--- src/logic/spi_bus_pkg.sv ---
package spi_bus_pkg;

    // ------------------------------
    // Wire-side widths
    // ------------------------------
    localparam int MAX_BYTES = 4;                   // Buffer depth in bytes
    localparam int BYTE_W    = 8;
    localparam int ADDR_W    = $clog2(MAX_BYTES);   // Buffer index width
    localparam int LEN_W     = ADDR_W + 1;          // Count 1..MAX_BYTES needs one more bit

    typedef logic [BYTE_W-1:0] byte_t;
    typedef logic [ADDR_W-1:0] addr_t;
    typedef logic [LEN_W-1:0]  len_t;

    // All three lines driven by the master
    typedef struct packed {
        logic sclk;     // Mode 0, idles low
        logic mosi;
        logic cs_n;     // Single target select
    } spi_bus_t;

endpackage

--- src/logic/spi_io_pkg.sv ---
package spi_io_pkg;

    import spi_bus_pkg::*;

    // ------------------------------
    // Host request and result
    // ------------------------------
    typedef struct packed {
        len_t                  len;    // Bytes to move, 1..MAX_BYTES
        byte_t [MAX_BYTES-1:0] data;   // data[0] goes out first
    } xfer_req_t;

    typedef struct packed {
        len_t                  len;    // Copy of request length
        byte_t [MAX_BYTES-1:0] data;   // data[0] received first
    } xfer_rsp_t;

    // ------------------------------
    // FSM encodings
    // ------------------------------
    typedef enum logic [2:0] {
        SEQ_IDLE,
        SEQ_WRITE,      // Fill tx buffer
        SEQ_SEND,       // One-cycle send pulse
        SEQ_WAIT,       // Until io_complete
        SEQ_READ        // Drain rx buffer
    } seq_state_t;

    typedef enum logic [1:0] {
        SH_IDLE,
        SH_LOW,         // sclk low half, mosi settles
        SH_HIGH,        // sclk high half
        SH_DONE         // Trailing low half before cs_n release
    } shift_state_t;

endpackage

--- src/logic/io_buffer.sv ---
`timescale 1ns/1ps

module io_buffer (
    input  logic               pllClk_i,
    // Host side
    input  logic               tx_wr,
    input  spi_bus_pkg::addr_t tx_addr,
    input  spi_bus_pkg::byte_t tx_byte,
    input  logic               rx_rd,
    input  spi_bus_pkg::addr_t rx_addr,
    output spi_bus_pkg::byte_t rx_byte,       // Valid the cycle after rx_rd
    // Shifter side
    input  spi_bus_pkg::addr_t sh_addr,
    input  logic               sh_rx_wr,
    input  spi_bus_pkg::byte_t sh_rx_byte,
    output spi_bus_pkg::byte_t sh_tx_byte
);

    import spi_bus_pkg::*;

    byte_t tx_mem [MAX_BYTES];    // Host writes, shifter reads
    byte_t rx_mem [MAX_BYTES];    // Shifter writes, host reads

    // ------------------------------
    // Write ports
    // ------------------------------
    always_ff @(posedge pllClk_i) begin
        if (tx_wr) begin
            tx_mem[tx_addr] <= tx_byte;
        end
        if (sh_rx_wr) begin
            rx_mem[sh_addr] <= sh_rx_byte;    // Completed byte from the shift engine
        end
    end

    // Registered host read
    always_ff @(posedge pllClk_i) begin
        if (rx_rd) begin
            rx_byte <= rx_mem[rx_addr];
        end
    end

    assign sh_tx_byte = tx_mem[sh_addr];     // Shifter picks it up at byte start

endmodule

--- src/logic/spi_shifter.sv ---
`timescale 1ns/1ps

module spi_shifter #(
    parameter int SCLK_DIV = 2                    // pllClk_i cycles per sclk half period
) (
    input  logic                  pllClk_i,
    input  logic                  reset_complete,
    input  logic                  send,
    input  spi_bus_pkg::len_t     len,
    input  spi_bus_pkg::byte_t    tx_byte,
    input  logic                  miso,
    output spi_bus_pkg::addr_t    idx,            // Byte being shifted
    output logic                  rx_wr,
    output spi_bus_pkg::byte_t    rx_byte,
    output logic                  io_complete,
    output spi_bus_pkg::spi_bus_t bus
);

    import spi_bus_pkg::*;
    import spi_io_pkg::*;

    localparam int CNT_W = $clog2(SCLK_DIV);

    shift_state_t     state;
    logic [CNT_W-1:0] div_cnt;
    logic [2:0]       bit_cnt;
    logic             sclk_q;
    logic             cs_n_q;
    byte_t            shift_tx;
    byte_t            shift_rx;
    logic             half_end;
    logic             byte_end;
    logic             last_byte;

    assign half_end  = (div_cnt == CNT_W'(SCLK_DIV - 1));
    assign byte_end  = (state == SH_HIGH) && half_end && (bit_cnt == 3'd7);
    assign last_byte = (len_t'(idx) == len - len_t'(1));

    assign rx_wr   = byte_end;                    // Buffer stores at current idx
    assign rx_byte = shift_rx;
    assign bus     = '{sclk: sclk_q, mosi: shift_tx[7], cs_n: cs_n_q};   // MSB first

    // ------------------------------
    // Divider and bit FSM
    // ------------------------------
    always_ff @(posedge pllClk_i) begin
        if (reset_complete) begin
            state       <= SH_IDLE;
            div_cnt     <= '0;
            bit_cnt     <= '0;
            idx         <= '0;
            sclk_q      <= 1'b0;
            cs_n_q      <= 1'b1;
            shift_tx    <= '0;                    // Keeps mosi low
            io_complete <= 1'b0;
        end else begin
            io_complete <= 1'b0;
            if (state == SH_IDLE || half_end) div_cnt <= '0;
            else                              div_cnt <= div_cnt + 1'b1;

            case (state)
                SH_IDLE: begin
                    if (send) begin               // Ignored unless idle
                        cs_n_q  <= 1'b0;
                        idx     <= '0;
                        bit_cnt <= '0;
                        state   <= SH_LOW;
                    end
                end
                SH_LOW: begin
                    if (div_cnt == '0 && bit_cnt == 3'd0) begin
                        shift_tx <= tx_byte;      // New byte at start of its first low half
                    end
                    if (half_end) begin
                        sclk_q <= 1'b1;           // Rising edge
                        state  <= SH_HIGH;
                    end
                end
                SH_HIGH: begin
                    if (half_end) begin
                        sclk_q   <= 1'b0;         // Falling edge, next bit out
                        shift_tx <= {shift_tx[6:0], 1'b0};
                        bit_cnt  <= bit_cnt + 1'b1;
                        state    <= SH_LOW;
                        if (byte_end && last_byte) state <= SH_DONE;
                        else if (byte_end)         idx   <= idx + 1'b1;
                    end
                end
                SH_DONE: begin
                    if (half_end) begin
                        cs_n_q      <= 1'b1;      // Release and flag together
                        io_complete <= 1'b1;
                        state       <= SH_IDLE;
                    end
                end
                default: state <= SH_IDLE;
            endcase
        end
    end

    // Receive shift, sampled with the rising edge
    always_ff @(posedge pllClk_i) begin
        if (state == SH_LOW && half_end) shift_rx <= {shift_rx[6:0], miso};
    end

    // Select released only at the end of the transfer
    a_cs_held: assert property (@(posedge pllClk_i) disable iff (reset_complete)
        $rose(bus.cs_n) |-> io_complete);

endmodule

--- src/logic/io_module.sv ---
`timescale 1ns/1ps

module io_module #(
    parameter int SCLK_DIV = 2                    // Passed to the shift engine
) (
    input  logic                  pllClk_i,
    input  logic                  reset_complete,
    // Host port
    input  logic                  tx_wr,
    input  spi_bus_pkg::addr_t    tx_addr,
    input  spi_bus_pkg::byte_t    tx_byte,
    input  logic                  rx_rd,
    input  spi_bus_pkg::addr_t    rx_addr,
    output spi_bus_pkg::byte_t    rx_byte,
    input  logic                  send,
    input  spi_bus_pkg::len_t     len,        // Held by host for whole transfer
    output logic                  io_complete,
    // SPI side
    input  logic                  miso,
    output spi_bus_pkg::spi_bus_t bus
);

    import spi_bus_pkg::*;

    addr_t sh_idx;          // Index requested by shifter
    logic  sh_rx_wr;
    byte_t sh_rx_byte;
    byte_t sh_tx_byte;
    logic  active;          // Transfer in flight
    logic  host_wr;

    assign host_wr = tx_wr & ~active;         // Buffer locked while shifting

    always_ff @(posedge pllClk_i) begin
        if (reset_complete)   active <= 1'b0;
        else if (io_complete) active <= 1'b0;
        else if (send)        active <= 1'b1;
    end

    // ------------------------------
    // Byte buffers
    // ------------------------------
    io_buffer io_buffer_i (
        .pllClk_i  (pllClk_i),
        .tx_wr     (host_wr),
        .tx_addr   (tx_addr),
        .tx_byte   (tx_byte),
        .rx_rd     (rx_rd),
        .rx_addr   (rx_addr),
        .rx_byte   (rx_byte),
        .sh_addr   (sh_idx),
        .sh_rx_wr  (sh_rx_wr),
        .sh_rx_byte(sh_rx_byte),
        .sh_tx_byte(sh_tx_byte)
    );

    // ------------------------------
    // Shift engine
    // ------------------------------
    spi_shifter #(
        .SCLK_DIV(SCLK_DIV)
    ) spi_shifter_i (
        .pllClk_i      (pllClk_i),
        .reset_complete(reset_complete),
        .send          (send),
        .len           (len),
        .tx_byte       (sh_tx_byte),
        .miso          (miso),
        .idx           (sh_idx),
        .rx_wr         (sh_rx_wr),
        .rx_byte       (sh_rx_byte),
        .io_complete   (io_complete),
        .bus           (bus)
    );

    a_no_host_wr: assert property (@(posedge pllClk_i) disable iff (reset_complete)
        active |-> !tx_wr);

endmodule

--- src/logic/transfer_sequencer.sv ---
`timescale 1ns/1ps

module transfer_sequencer (
    input  logic                  pllClk_i,
    input  logic                  reset_complete,
    input  logic                  start,          // Taken only when idle
    input  spi_io_pkg::xfer_req_t req,
    output logic                  busy,
    output logic                  done,
    output spi_io_pkg::xfer_rsp_t rsp,            // Holds until next done
    // To I/O module
    output logic                  tx_wr,
    output spi_bus_pkg::addr_t    tx_addr,
    output spi_bus_pkg::byte_t    tx_byte,
    output logic                  send,
    output spi_bus_pkg::len_t     len,
    input  logic                  io_complete,
    output logic                  rx_rd,
    output spi_bus_pkg::addr_t    rx_addr,
    input  spi_bus_pkg::byte_t    rx_byte
);

    import spi_bus_pkg::*;
    import spi_io_pkg::*;

    seq_state_t            state;
    xfer_req_t             req_q;                 // Latched request
    len_t                  cnt;                   // Byte counter, 0..len
    byte_t [MAX_BYTES-1:0] gather_q;
    byte_t [MAX_BYTES-1:0] gather_d;
    addr_t                 prev_addr;             // Byte whose read data lands now

    assign busy      = (state != SEQ_IDLE);
    assign len       = req_q.len;
    assign tx_wr     = (state == SEQ_WRITE);
    assign tx_addr   = addr_t'(cnt);
    assign tx_byte   = req_q.data[tx_addr];
    assign send      = (state == SEQ_SEND);
    assign rx_rd     = (state == SEQ_READ) && (cnt < req_q.len);
    assign rx_addr   = addr_t'(cnt);
    assign prev_addr = addr_t'(cnt - len_t'(1));

    // Merge registered read data, one cycle behind rx_rd
    always_comb begin
        gather_d = gather_q;
        if (state == SEQ_READ && cnt != '0) gather_d[prev_addr] = rx_byte;
    end

    // ------------------------------
    // Control FSM
    // ------------------------------
    always_ff @(posedge pllClk_i) begin
        if (reset_complete) begin
            state <= SEQ_IDLE;
            cnt   <= '0;
            done  <= 1'b0;
        end else begin
            done <= 1'b0;
            case (state)
                SEQ_IDLE: begin
                    cnt <= '0;
                    if (start) state <= SEQ_WRITE;
                end
                SEQ_WRITE: begin                  // One byte per cycle
                    if (cnt == req_q.len - len_t'(1)) begin
                        cnt   <= '0;
                        state <= SEQ_SEND;
                    end else begin
                        cnt <= cnt + 1'b1;
                    end
                end
                SEQ_SEND: state <= SEQ_WAIT;
                SEQ_WAIT: if (io_complete) state <= SEQ_READ;
                SEQ_READ: begin                   // len reads plus one to catch the last
                    if (cnt == req_q.len) begin
                        cnt   <= '0;
                        done  <= 1'b1;            // busy drops on this same edge
                        state <= SEQ_IDLE;
                    end else begin
                        cnt <= cnt + 1'b1;
                    end
                end
                default: state <= SEQ_IDLE;
            endcase
        end
    end

    // Request latch and result assembly
    always_ff @(posedge pllClk_i) begin
        if (state == SEQ_IDLE && start) begin
            req_q    <= req;
            gather_q <= '0;
        end else begin
            gather_q <= gather_d;
        end
        if (state == SEQ_READ && cnt == req_q.len) begin
            rsp <= '{len: req_q.len, data: gather_d};
        end
    end

    a_complete_waited: assert property (@(posedge pllClk_i) disable iff (reset_complete)
        io_complete |-> state == SEQ_WAIT);

endmodule

--- src/logic/spi_target.sv ---
`timescale 1ns/1ps

module spi_target #(
    parameter spi_bus_pkg::byte_t TARGET_FIRST = 8'hA5   // Reply for byte 0
) (
    input  logic                  pllClk_i,
    input  logic                  reset_complete,
    input  spi_bus_pkg::spi_bus_t bus,
    output logic                  miso
);

    import spi_bus_pkg::*;

    logic       sclk_q;           // Previous sclk, edge detect
    logic       cs_n_q;
    logic       sclk_rise;
    logic       sclk_fall;
    logic       cs_fall;
    logic [2:0] bit_cnt;          // Wraps to 0 after each byte
    byte_t      tx_sh;
    byte_t      rx_sh;

    assign sclk_rise = bus.sclk & ~sclk_q & ~bus.cs_n;
    assign sclk_fall = ~bus.sclk & sclk_q & ~bus.cs_n;
    assign cs_fall   = ~bus.cs_n & cs_n_q;
    assign miso      = tx_sh[7];

    // ------------------------------
    // Reply shifter
    // ------------------------------
    always_ff @(posedge pllClk_i) begin
        if (reset_complete) begin
            sclk_q  <= 1'b0;
            cs_n_q  <= 1'b1;
            bit_cnt <= '0;
            tx_sh   <= '0;
        end else begin
            sclk_q <= bus.sclk;
            cs_n_q <= bus.cs_n;
            if (cs_fall) begin
                tx_sh   <= TARGET_FIRST;      // First bit out right at select
                bit_cnt <= '0;
            end else begin
                if (sclk_rise) bit_cnt <= bit_cnt + 1'b1;
                if (sclk_fall) begin
                    // Byte just finished, answer with its complement
                    if (bit_cnt == 3'd0) tx_sh <= ~rx_sh;
                    else                 tx_sh <= {tx_sh[6:0], 1'b0};
                end
            end
        end
    end

    always_ff @(posedge pllClk_i) begin
        if (sclk_rise) rx_sh <= {rx_sh[6:0], bus.mosi};   // MSB first
    end

endmodule

--- src/logic/spi_io_top.sv ---
`timescale 1ns/1ps

module spi_io_top #(
    parameter int                 SCLK_DIV     = 2,
    parameter spi_bus_pkg::byte_t TARGET_FIRST = 8'hA5
) (
    input  logic                  pllClk_i,
    input  logic                  reset_complete,
    input  logic                  start,
    input  spi_io_pkg::xfer_req_t req,
    output logic                  busy,
    output logic                  done,
    output spi_io_pkg::xfer_rsp_t rsp
);

    import spi_bus_pkg::*;

    // ------------------------------
    // Host to I/O module
    // ------------------------------
    logic     tx_wr;
    addr_t    tx_addr;
    byte_t    tx_byte;
    logic     rx_rd;
    addr_t    rx_addr;
    byte_t    rx_byte;
    logic     send;
    len_t     len;
    logic     io_complete;
    spi_bus_t bus;            // Master to target
    logic     miso;

    transfer_sequencer transfer_sequencer_i (
        .pllClk_i      (pllClk_i),
        .reset_complete(reset_complete),
        .start         (start),
        .req           (req),
        .busy          (busy),
        .done          (done),
        .rsp           (rsp),
        .tx_wr         (tx_wr),
        .tx_addr       (tx_addr),
        .tx_byte       (tx_byte),
        .send          (send),
        .len           (len),
        .io_complete   (io_complete),
        .rx_rd         (rx_rd),
        .rx_addr       (rx_addr),
        .rx_byte       (rx_byte)
    );

    io_module #(
        .SCLK_DIV(SCLK_DIV)
    ) io_module_i (
        .pllClk_i      (pllClk_i),
        .reset_complete(reset_complete),
        .tx_wr         (tx_wr),
        .tx_addr       (tx_addr),
        .tx_byte       (tx_byte),
        .rx_rd         (rx_rd),
        .rx_addr       (rx_addr),
        .rx_byte       (rx_byte),
        .send          (send),
        .len           (len),
        .io_complete   (io_complete),
        .miso          (miso),
        .bus           (bus)
    );

    // Simulated device on the far end
    spi_target #(
        .TARGET_FIRST(TARGET_FIRST)
    ) spi_target_i (
        .pllClk_i      (pllClk_i),
        .reset_complete(reset_complete),
        .bus           (bus),
        .miso          (miso)
    );

endmodule

--- config.mk ---
export PLATFORM = sky130hd
export DESIGN_NAME = spi_io_top
export DESIGN_NICKNAME = d
export VERILOG_FILES = /design/src/logic/spi_bus_pkg.sv /design/src/logic/spi_io_pkg.sv /design/src/logic/io_buffer.sv /design/src/logic/spi_shifter.sv /design/src/logic/io_module.sv /design/src/logic/transfer_sequencer.sv /design/src/logic/spi_target.sv /design/src/logic/spi_io_top.sv
export SDC_FILE = /design/constraint.sdc
export NUM_CORES = 1
export LEC_CHECK = 0
export BUFFER_PORTS_ARGS = -buffer_cell sky130_fd_sc_hd__buf_2
export CORE_MARGIN = 2
export CORE_UTILIZATION = 56
export CTS_BUF_LIST = sky130_fd_sc_hd__clkbuf_2 sky130_fd_sc_hd__clkbuf_4 sky130_fd_sc_hd__clkbuf_8
export DETAILED_ROUTE_END_ITERATION = 8
export GPL_TIMING_DRIVEN = 0
export PLACE_DENSITY_LB_ADDON = 0.25
export SYNTH_ARGS = -nofsm -noshare
export SYNTH_HDL_FRONTEND = slang
export SYNTH_HIERARCHICAL = 1
export SYNTH_SLANG_ARGS = --single-unit
--- constraint.sdc ---
create_clock -name pllClk_i -period 2.89 [get_ports pllClk_i]
set_input_delay 0.289 -clock pllClk_i [delete_from_list [all_inputs] [get_ports pllClk_i]]
set_output_delay 0.289 -clock pllClk_i [all_outputs]
set_load 0.005 [all_outputs]
==> key figures <==
Pwr
  – Pwr/cell area: roughly 640 nW/um^2
  – Switching portion of total power: 22.99%
  – Clock network power share: 37.8%
  – Combinational Power Share: under 10%
  – Register share of total power: a little over half
  – Leakage power figure: 3.992 nW
  – Internal: between 5 and 6 mW
  – Net Switching: between 1.5 and 2 mW
  – Total power: slightly below 7 mW
  – Peak supply drop: between 400 and 500 uV

Layout
  – Layout area overhead: 19.03%
  – Post-layout util: between 60% and 70%
  – NumNets Final: 765
  – Antenna fix cells: 0
  – Final instance area: ~11000 sq um
  – Layout cell share with drive strength beyond 1: 32.75%
  – Final Non-Filler Cells: roughly 960
  – Fillers: ~1100

Critical path
  – CP Capture Type: flop
  – Worst reg2reg setup slack: 0.26 ns
  – Critical path launch point type: flop
  – WP data arrival: between 3 and 4 ns
  – Setup CP Type: reg2reg
  – Maximum fanout along the worst path: 10
  – Reg2Reg Depth: 7
  – WP data required: approximately 3.3 ns

Logic synthesis
  – Area leader, netlist: edfxtp_1
  – Area of the mapped netlist: between 9000 and 10000 sq um
  – Synth async-reset ratio: 0%
  – Synth cell count leaders: 158 x edfxtp_1, 72 x dfxtp_1, 33 x o21a_1
  – Avg Inst Size Synth: about 16 sq um
  – Most frequent cell after synthesis: edfxtp_1
  – Library cells used by synthesis: 68
  – Ys Warns: 6
  – Syn Nets: 616
  – Post-synth EDFFs: approximately 160
  – Top-area cell type share of the netlist area: about half
  – Area contributors post-synth: edfxtp_1 52%, dfxtp_1 16%, mux4_2 5.4%
  – Syn Inst Count: 563
  – FF+latch count, synth: between 200 and 250
  – Ys flop type: edfxtp_1
  – Sequential share of the synthesized area: ~68%

Hold path
  – WHS Path Cells: 3
  – Hold/Removal Path Class: in2reg

CTS
  – # H-tree levels: 2
  – Clk sink count: 230
  – Post-CTS setup buffer count: 0
  – CTS root buf: clkbuf_8
  – Clk slew on worst S/H paths: roughly 0.060 ns
  – CTS tree: yes
  – Max Root-Sink Buffers: 3
  – Clock insertion delay at the later pin of the skew report: roughly 0.52 ns
  – CTS Buf Count: 36

STA
  – Final setup viols: 0
  – Post-route minimum period: approximately 2.6 ns
  – Fin. max-slew vios: 0
  – TNS Setup: 0 ns
  – Period utilization: around nine tenths
  – Final hold slack: between 0.1 and 0.15 ns
  – RSZ-0062 raised after global routing: no
  – Final Skew: roughly 0.023 ns
  – Tightest Pin Transition: between 1 and 1.5 ns
  – F_max: around 380 MHz
  – Final WS setup: between 0.2 and 0.3 ns
  – Final Hold Fails: 0
  – Slew margin rel.: a little under an eighth

Status
  – Status: finished, final reports clean

Place
  – Global placement routability congestion: between 0.8 and 0.9
  – Pre-CTS WS: roughly 0.14 ns
  – Post-placement cell area: just under 10000 sq um
  – Detailed placer's ending HPWL: about 11000 um
  – Port Buffer Count: 74
  – # placed instances: between 800 and 900

Floorplanning
  – Die area: ~17000 sq um
  – Die H: roughly 130 um
  – Starting Density: 57.41%
  – Top-level port count: 75
  – Row count: between 40 and 50
  – Core area: approximately 16000 sq um
  – Chip width: ~130 um

Global routing
  – Vias in the first global route: 5404
  – All-Layer GR Usage: about a fifth
  – Antenna violations before repair: 0
  – GR Overflow Total: 0
  – Global-route wire length before repair: 27420 um
  – Largest net degree at the start of global routing: 37

Detailed routing
  – Routed WL: around 17000 um
  – DRC Markers: 0
  – Vias post-DR: 5160
  – Vias per inst: around 5.4
  – Post-route ant nets: 0
  – DR WL/cell: between 15 and 20 um
  – Initial DRC count: between 400 and 500
  – TritonRoute pass-1 iters: 4

Job
  – Max-cap violations: 0
[worst max-delay path: stages, from the launching register on]
cell	delay (ns)
dfxtp_1	0.40
buf_2	0.38
inv_1	0.19
ha_1	0.36
nand3_1	0.30
a2bb2oi_1	0.43
nand2_1	0.10
o311a_1	0.34
[kinds of logic after synthesis]
kind of cell	Yosys count	share of synthesized area, %
flip-flops	230	67.59
AND/OR/NAND/NOR	102	7.464
AO/OA/AOI/OAI	85	6.671
multiplexers	67	12.19
buffers and inverters	57	3.199
adder cells (fa/ha/maj)	15	2.051
XOR/XNOR	7	0.8339
[final timing paths]
check	to	start
setup reg to reg	transfer_sequencer_i/state[0]$_SDFFE_PP0P_	transfer_sequencer_i/cnt[0]$_SDFFE_PP0P_
hold / removal	transfer_sequencer_i/state[1]$_SDFFE_PP0P_	start
hold reg to reg	io_module_i/spi_shifter_i/rx_byte[0]$_DFFE_PP_	spi_target_i/tx_sh[7]$_SDFFE_PP0P_
setup / recovery	transfer_sequencer_i/state[0]$_SDFFE_PP0P_	transfer_sequencer_i/cnt[0]$_SDFFE_PP0P_
[layer usage]
| layer | vias to the layer above | track usage [%] | share of wire [%] |
|---|---|---|---|
| met5 | - | 0 | 0 |
| li1 | 2439 | - | - |
| met2 | 165 | 33.80 | 51 |
| met3 | 29 | 4.191 | 5.1 |
| met1 | 2527 | 25.04 | 42 |
| met4 | 0 | 6.944 | 2.0 |
[power groups by stage]
stage	registers (mW)	logic (mW)	clock network, mW
finish	3.70	0.616	2.62
global route	3.71	0.678	2.83
CTS	3.70	0.610	2.68
global placement	3.77	0.536	0
floorplan	3.76	0.427	0
detailed placement	3.77	0.571	0
[state kept, by name (all words and copies together), names as in the netlist, 2 cells and up]
name and count:
io_module_i/io_buffer_i/rx_byte 8, io_module_i/io_buffer_i/rx_mem 32, io_module_i/io_buffer_i/tx_mem 32, io_module_i/spi_shifter_i/bit_cnt 3, io_module_i/spi_shifter_i/idx 2, io_module_i/spi_shifter_i/rx_byte 8
io_module_i/spi_shifter_i/shift_tx 8, io_module_i/spi_shifter_i/state 2, spi_target_i/bit_cnt 3, spi_target_i/rx_sh 8, spi_target_i/tx_sh 8, transfer_sequencer_i/cnt 3
transfer_sequencer_i/gather_q 32, transfer_sequencer_i/len 3, transfer_sequencer_i/req_q 32, transfer_sequencer_i/rsp 35, transfer_sequencer_i/state 3
[layout make-up]
class	instances	area, sq um	share of cell area, %
Sequential cell	230	6186	56.78
Multi-Input combinational cell	277	2705	24.83
Timing Repair Buffer	110	740.7	6.799
Clock buffer	52	634.4	5.823
Tap cell	216	270.3	2.481
Buffer	36	214.0	1.964
Inverter	21	78.83	0.7236
Clock inverter	13	65.06	0.5972
[placed cells by master (no fill, tap or decap), types with 3 or more instances in the layout]
master | Yosys | routed
edfxtp_1 | 158 | 158
buf_2 | 9 | 83
dfxtp_1 | 72 | 72
clkbuf_8 | 0 | 39
dlygate4sd3_1 | 0 | 35
o21a_1 | 33 | 33
mux2_4 | 26 | 26
nor2_1 | 25 | 23
mux4_2 | 22 | 22
inv_1 | 21 | 21
a21oi_1 | 19 | 19
ha_1 | 15 | 15
clkbuf_4 | 0 | 13
nand2_1 | 13 | 13
buf_4 | 12 | 12
mux2i_1 | 11 | 11
clkbuf_1 | 10 | 10
nor3_1 | 8 | 8
clkinv_2 | 0 | 6
nor2b_1 | 6 | 6
a211oi_1 | 6 | 6
mux2_2 | 6 | 6
clkinv_1 | 0 | 5
nand2b_1 | 5 | 5
nand3_1 | 5 | 5
xnor2_1 | 5 | 5
nand3b_1 | 4 | 4
a22o_1 | 4 | 4
o211ai_1 | 4 | 4
nand3_4 | 4 | 4
nor2_4 | 0 | 3
buf_6 | 3 | 3
and3b_2 | 3 | 3
nor3b_2 | 2 | 3
nor3b_1 | 4 | 3
o21ai_0 | 3 | 3
a31oi_1 | 3 | 3
[repair_timing]
item	4_1_cts	5_1_grt
resized for setup	0	1
hold buffers	35	0
setup endpoints to repair	0	35
endpoints found under the hold margin	35	0
(Power assumes the default switching activity.)
